===== src/hub_motor_settings.svh =====
`ifndef HUB_MOTOR_SETTINGS_SVH
`define HUB_MOTOR_SETTINGS_SVH

////////////////////
// pwm measurement
////////////////////

// width of period and on-time counters, one period is 2048 clk
`define PWM_BITS 11

// a coil end with both duties below this is floating
`define DUTY_DRIVEN 11'h3FF

////////////////////
// mechanics
////////////////////

// friction torque magnitude
`define FRICTION 13'h070

// one revolution, 360 deg * 64
`define THETA_FULL 15'd23040

// 30 deg * 64, middle of green rise sector
`define THETA_RESET 15'd1920

// below this speed friction adds nothing
`define OMEGA_DEADBAND 20'h00200

`endif


===== src/motor_pkg.sv =====
`include "hub_motor_settings.svh"

package motor_pkg;

  ////////////////////
  // gate side
  ////////////////////

  typedef logic [`PWM_BITS-1:0] duty_t;  // on-time in clk per pwm period

  // six fet gate levels, grn/ylw/blu coil ends
  typedef struct packed {
    logic high_grn;
    logic low_grn;
    logic high_ylw;
    logic low_ylw;
    logic high_blu;
    logic low_blu;
  } gate_drive_t;

  // captured on-times, same field order as gate_drive_t
  typedef struct packed {
    duty_t high_grn;
    duty_t low_grn;
    duty_t high_ylw;
    duty_t low_ylw;
    duty_t high_blu;
    duty_t low_blu;
  } duty_set_t;

  ////////////////////
  // coil side
  ////////////////////

  typedef logic signed [12:0] coil_v_t;  // +/-4094 full scale

  typedef struct packed {
    coil_v_t gy;  // green to yellow
    coil_v_t yb;  // yellow to blue
    coil_v_t bg;  // blue to green
  } coil_set_t;

  typedef logic [11:0] curr_t;  // filtered average current

endpackage


===== src/rotor_pkg.sv =====
package rotor_pkg;

  ////////////////////
  // rotor state types
  ////////////////////

  typedef logic signed [12:0] torque_t;  // torque, also angular accel
  typedef logic signed [19:0] omega_t;   // angular velocity
  typedef logic [14:0]        theta_t;   // angle, deg * 64

  // hall sensor outputs, grn is msb
  typedef struct packed {
    logic grn;
    logic ylw;
    logic blu;
  } hall_t;

  ////////////////////
  // hall sectors, forward order
  ////////////////////

  localparam hall_t HALL_GRN_RISE = 3'b101;  //   0..59 deg
  localparam hall_t HALL_GRN_2ND  = 3'b100;  //  60..119
  localparam hall_t HALL_YLW_RISE = 3'b110;  // 120..179
  localparam hall_t HALL_YLW_2ND  = 3'b010;  // 180..239
  localparam hall_t HALL_BLU_RISE = 3'b011;  // 240..299
  localparam hall_t HALL_BLU_2ND  = 3'b001;  // 300..359

endpackage


===== src/current_filter.sv =====
`timescale 1ns/100ps

module current_filter (
  input  logic                 clk,
  input  logic                 RST_n,
  input  logic                 period_vld,
  input  motor_pkg::coil_set_t coil,
  input  rotor_pkg::omega_t    omega,
  output motor_pkg::curr_t     avg_curr
);

  import motor_pkg::*;
  import rotor_pkg::*;

  function automatic logic [11:0] mag(input coil_v_t v);
    return v[12] ? 12'(-v) : 12'(v);
  endfunction

  omega_t      omega_abs;     // speed magnitude
  logic [13:0] sum_coil_v;    // total coil voltage magnitude
  logic [11:0] speed_factor;  // 512 is unity
  logic [25:0] scaled;
  logic [16:0] curr_term;     // new sample
  logic [21:0] accum;         // 32x the average
  logic [26:0] accum_x31;

  assign omega_abs    = omega[19] ? -omega : omega;
  assign sum_coil_v   = mag(coil.gy) + mag(coil.yb) + mag(coil.bg);
  assign speed_factor = 12'h200 + omega_abs[18:8];  // 1 + |omega|/2^17
  assign scaled       = sum_coil_v * speed_factor;
  assign curr_term    = scaled[25:9];
  assign accum_x31    = accum * 5'd31;

  // first order lowpass, one step per pwm period
  always_ff @(posedge clk, negedge RST_n) begin
    if (!RST_n) begin
      accum <= '0;
    end else if (period_vld) begin
      accum <= accum_x31[26:5] + curr_term;
    end
  end

  // clamp at full scale rather than wrap at high speed
  assign avg_curr = (|accum[21:17]) ? 12'hFFF : accum[16:5];

endmodule


===== config.mk =====
export PLATFORM = sky130hd
export DESIGN_NAME = current_filter
export DESIGN_NICKNAME = d
export VERILOG_FILES = /design/src/motor_pkg.sv /design/src/rotor_pkg.sv /design/src/current_filter.sv
export VERILOG_INCLUDE_DIRS = /design/src
export SDC_FILE = /design/constraint.sdc
export NUM_CORES = 1
export LEC_CHECK = 0
export BUFFER_PORTS_ARGS = -buffer_cell sky130_fd_sc_hd__buf_4
export CAP_MARGIN = 20
export CORE_ASPECT_RATIO = 1.25
export CORE_MARGIN = 2
export CORE_UTILIZATION = 57
export DETAILED_ROUTE_END_ITERATION = 10
export GPL_ROUTABILITY_DRIVEN = 0
export PLACE_DENSITY_LB_ADDON = 0.12
export SLEW_MARGIN = 20
export SYNTH_ARGS = -nofsm -noshare
export SYNTH_HDL_FRONTEND = slang
export SYNTH_SLANG_ARGS = --single-unit
export TNS_END_PERCENT = 100

===== constraint.sdc =====
create_clock -name clk -period 15.7 [get_ports clk]
set_clock_uncertainty 0.15 [all_clocks]
set_input_delay 3.925 -clock clk [delete_from_list [all_inputs] [get_ports clk]]
set_output_delay 3.925 -clock clk [all_outputs]
set_load 0.02 [all_outputs]

==> results by group, run 1 <==
Outcome
  – Status: complete, no violations

Timing
  – Slew headroom: between 20% and 30%
  – Setup tns final: 0 ns
  – Max Transition Viols Final: 0
  – Fmax: between 60 and 70 MHz
  – Minimum clock period: approximately 15 ns
  – Endpoints failing setup: 0
  – Worst Tran Pin Value: around 1.1 ns
  – RSZ-0062 raised after global routing: false
  – Hold Slack: about 0.44 ns
  – Final Hold Fails: 0
  – Slack of the critical path: approximately 0.92 ns
  – Period utilisation layout: about 94%

CTS
  – CTS Buf Count: 3
  – CTS max path bufs: 2
  – H-tree levels: 1
  – Worst-Skew Late Latency: between 0.2 and 0.3 ns
  – CTS hold repair buffers: 0
  – Root buffer cell: clkbuf_16
  – CTS tree: built
  – Clock Pin Slew Worst Setup and Hold Paths: 0.07 ns
  – Postcts setup bufs: 0
  – CTS sink cnt: 22

Logic synthesis
  – Synth area leader: fa_1
  – Distinct cells, synth: 62
  – Synth top area cells: fa_1 35%, ha_1 15%, inv_1 7.1%, xnor2_1 5.4%, dfrtp_1 5.1%
  – Netlist Area Pre-Place: between 0.01 and 0.015 mm2
  – Synth Register Bits: 22
  – Synth top area share: 35.5%
  – Seq/Total Area, Yosys: under 10%
  – Syn Nets: 1590
  – Asr flop ratio synth: between 90% and 100%
  – Dominant synthesized flop cell: dfrtp_1
  – Post-synthesis cell count: ~1200
  – Cell with the most instances after synthesis: inv_1
  – Synth top cells by count: 204 x inv_1, 191 x fa_1, 130 x nand2_1
  – Number of flops mapped to enable cells by yosys: 0
  – Yosys warnings: 0
  – Post-Syn Area per Cell: 8.92 um2

Critical path
  – R2R Setup Slk: roughly 9.4 ns
  – Slowest CP cell: fa_1
  – Worst r2r path cells: 22
  – CP Max Fanout: 8
  – Setup crit start kind: input port
  – Worst path max stage delay: slightly below 0.6 ns
  – Worst setup EP type: flip-flop
  – CP Class: in2reg
  – Worst r2r src: accum[7]
  – CP required: ~16 ns
  – CP arrival: about 15 ns
  – Crit path top cell by count: fa_1
  – R2r endpoint: accum[21]

Hold path
  – Hold_sp: accum[0]
  – Worst Hold Class: reg2reg
  – Worst hold endpoint: accum[0]
  – Min-Delay Path Depth: 1

Cells and area
  – Synth-to-Final Area Change: 8.59%
  – Final core occ: between 60% and 70%
  – Largest regs: accum (22)
  – Fraction of layout cells with a size suffix above 1: 9.99%
  – Max reg flops: 22
  – Diode count: 0
  – Fin nets: ~1700
  – Largest register by flop count: accum

Global route
  – Final global-route overflow total: 0
  – Number of global-route vias before repair: between 8000 and 9000
  – Antenna violations before repair: 0
  – Largest net degree at the start of global routing: 29
  – First-pass GRT wire length: a little over 40000 um
  – Total global-route track usage: between 20% and 30%

Detailed routing
  – DR DRC count: 0
  – Remaining antenna violation count: 0
  – Routed WL per cell: between 15 and 20 um
  – Total Routed Length: between 20000 and 25000 um
  – DRT iter0 DRCs: 300
  – First-pass DRT Iterations: 5
  – Vias per cell: between 5 and 6
  – Via count: between 8000 and 9000

Placement
  – Pre-CTS worst setup slack: 0.558 ns
  – I/O Buffers: 73
  – DP HPWL: 19600 um

Die
  – Row count: 56
  – Initial core utilization: between 50% and 60%
  – Core Region: about 0.019 mm2
  – Die X: about 130 um
  – Vert. Die Dim: roughly 160 um
  – Die area: between 0.02 and 0.025 mm2
  – Boundary Pins: 74

Flow run
  – Number of max-cap violations: 0
[critical path, delay by kind of cell]
family                     cells  cell delay, ns
muxes                          1            0.10
xor gates and xnor gates       1            0.39
buffers and inverters          6            0.36
AOI/OAI and AO/OA             17            3.34
adders and majority gates     11            4.74
and+or+nand+nor               10            1.93
[metal layers]
layer  vias up  global-route usage [%]  part of all wire (%)
met3        23                    1.45                   3.8
met5         -                       0                     0
met1      4040                    32.6                    43
li1       4010                       -                     -
met4         0                    5.76                   1.5
met2       179                    45.1                    52
[cell type report]
cell class	instances	area (um2)
fill	1660	6930
tap	232	290
inverter	204	766
sequential	22	551
clock buffer	4	88.8
multi-input combinational	954	9360
timing repair buffer	87	653
[worst max path at each step]
| stage | cells after the start | end | start | slack, ns |
|---|---|---|---|---|
| final | 46 | accum[21] | coil[26] | 0.92 |
| after global routing | 46 | accum[21] | coil[26] | 0.05 |
| after CTS | 46 | accum[21] | coil[26] | 0.84 |
| after detailed placement | 46 | accum[21] | coil[26] | 0.56 |
| after global placement | 46 | accum[21] | coil[26] | 0.91 |
| after floorplan | 45 | accum[21] | coil[38] | 1.42 |
[stage by stage]
| step | area [um2] | instances |
|---|---|---|
| after global routing | 11700 | 1503 |
| after floorplan | 10800 | 1209 |
| after global placement | 11600 | 1499 |
| after detailed placement | 11600 | 1499 |
| after CTS | 11700 | 1503 |
| final | 11700 | 1503 |
[cell usage in the layout, fill, tap and decap left out, drive strengths merged, types with 8 or more instances in the layout]
cell and n:
nand2 130, nand3 9, xor2 37, fa 191, nor2b 9, nor2 65, or2 15, a21oi 43
ha 128, inv 204, o21bai 13, o21a 18, a211oi 8, xnor2 67, nor3 21, and2 48
dfrtp 22, buf 87, o21ai 33, o31ai 20, mux2 12, a21o 20
[cell families after synthesis]
| logic type | synth area share, % |
|---|---|
| mux | 1.53 |
| xor+xnor | 8.52 |
| flops | 5.11 |
| fa+ha+maj | 50.3 |
| compound gates | 11.7 |
| simple gates | 14.7 |
| buf+inv | 8.13 |
[what timing repair did]
item | CTS | global route
setup endpoints to repair | 0 | 1
endpoints found under the hold margin | 0 | 0
resized for setup | 0 | 1
Power of run 1 is not shown: default switching activity piles up to over one toggle a cycle in this logic, so the estimate is an artifact.
==> run 2, diff against run 1 <==
clock period = 16.4 ns   (was 15.7 ns; I/O delays follow)
==> results by group, run 2 (same netlist as run 1, synthesis figures left out) <==
Outcome
  – Status: complete, no violations

Detailed routing
  – Total Routed Length: roughly 23000 um
  – Vias per cell: around 5.5
  – Via count: about 8000
  – Routed WL per cell: roughly 15 um
  – DR DRC count: 0
  – First-pass DRT Iterations: 4
  – DRT iter0 DRCs: 352
  – Remaining antenna violation count: 0

CTS
  – Clock Pin Slew Worst Setup and Hold Paths: approximately 0.07 ns
  – CTS tree: built
  – PostCTS Resize Cnt: 0
  – Postcts setup bufs: 0
  – H-tree levels: 1
  – CTS sink cnt: 22
  – Worst-Skew Late Latency: about 0.27 ns
  – CTS Buf Count: 3
  – Root buffer cell: clkbuf_16
  – CTS hold repair buffers: 0
  – CTS max path bufs: 2

Cells and area
  – Diode count: 0
  – Most frequent cells in the layout: 204 x inv_1, 191 x fa_1, 130 x nand2_1
  – Largest register by flop count: accum
  – Largest regs: accum (22)
  – Synth-to-Final Area Change: 8.47%
  – Commonest non-fill, non-tap cell in the layout: inv_1
  – Fraction of layout cells with a size suffix above 1: under 10%
  – Max reg flops: 22
  – Fin nets: 1651

Critical path
  – CP Launch Point: coil[26]
  – Crit path top cell by count: fa_1
  – Crit path to: accum[21]
  – R2R Setup Slk: just under 10 ns
  – Setup crit start kind: input port
  – R2r endpoint: accum[21]
  – Worst r2r path cells: 24
  – Worst r2r src: accum[1]
  – Worst setup EP type: flip-flop
  – CP arrival: 15.06 ns
  – CP Class: in2reg
  – CP Max Fanout: 8
  – Slowest CP cell: fa_1
  – CP required: around 16 ns
  – Worst path max stage delay: about 0.56 ns

Placement
  – I/O Buffers: 73
  – DP HPWL: 19600 um

Global route
  – First-pass GRT wire length: slightly above 40000 um
  – Final global-route overflow total: 0
  – Antenna violations before repair: 0
  – Number of global-route vias before repair: around 9000
  – Total global-route track usage: about a quarter
  – Largest net degree at the start of global routing: 29

Timing
  – Max Transition Viols Final: 0
  – RSZ-0062 raised after global routing: false
  – Slew headroom: around a quarter
  – Period utilisation layout: 91.8%
  – Worst Tran Pin Value: around 1.1 ns
  – Final Hold Fails: 0
  – Setup tns final: 0 ns
  – Fmax: about 66 MHz
  – Endpoints failing setup: 0
  – Minimum clock period: roughly 15 ns
  – Hold Slack: around 0.45 ns

Die
  – Initial core utilization: approximately 58%
  – Core Region: 0.0186 mm2
  – Die X: between 100 and 150 um
  – Boundary Pins: 74
  – Vert. Die Dim: ~160 um
  – Die area: around 0.02 mm2
  – Row count: 56

Flow run
  – Number of max-cap violations: 0

Hold path
  – Worst Hold Class: reg2reg
## run 2: layout make-up
class	count	area, um2
inverter	204	766
fill	1633	6940
sequential	22	551
timing repair buffer	85	638
tap	232	290
clock buffer	4	88.8
multi-input combinational	954	9360
## run 2: worst min-delay path by stage
stage	from	slack [ns]	to	cells past startpoint
3_3_place_gp	accum[0]	0.42	accum[0]	1
2_1_floorplan	accum[0]	0.40	accum[0]	1
3_5_place_dp	accum[0]	0.44	accum[0]	1
4_1_cts	accum[0]	0.46	accum[0]	1
6_report	accum[0]	0.45	accum[0]	1
5_1_grt	accum[0]	0.46	accum[0]	1
## run 2: per-layer routing
metal	part of all wire, %	wire (um)	vias up	global-route usage (%)
li1	-	-	4009	-
met5	0	0	-	0
met2	52	11900	147	46.3
met4	1.8	408	0	6.33
met1	43	9700	4058	32.2
met3	3.7	844	25	2.40
## run 2: per-stage QoR
stage / std cells / area [um2] / utilization, % / worst slack, ns
after detailed placement: 1497 / 11600 / 62.2 / 1.16
after global routing: 1501 / 11700 / 62.8 / 0.535
after CTS: 1501 / 11700 / 62.7 / 1.44
final: 1501 / 11700 / 62.8 / 1.35
after floorplan: 1209 / 10800 / - / 1.94
after global placement: 1497 / 11600 / 62.2 / 1.45
## run 2: worst max-delay path: cells and delay by family
family / cells / cell delay, ns
fa+ha+maj: 11 / 4.67
compound gates: 17 / 3.49
simple gates: 10 / 1.97
xor+xnor: 1 / 0.36
buf+inv: 6 / 0.35
mux: 1 / 0.10
Power of run 2 is left out for the same reason.
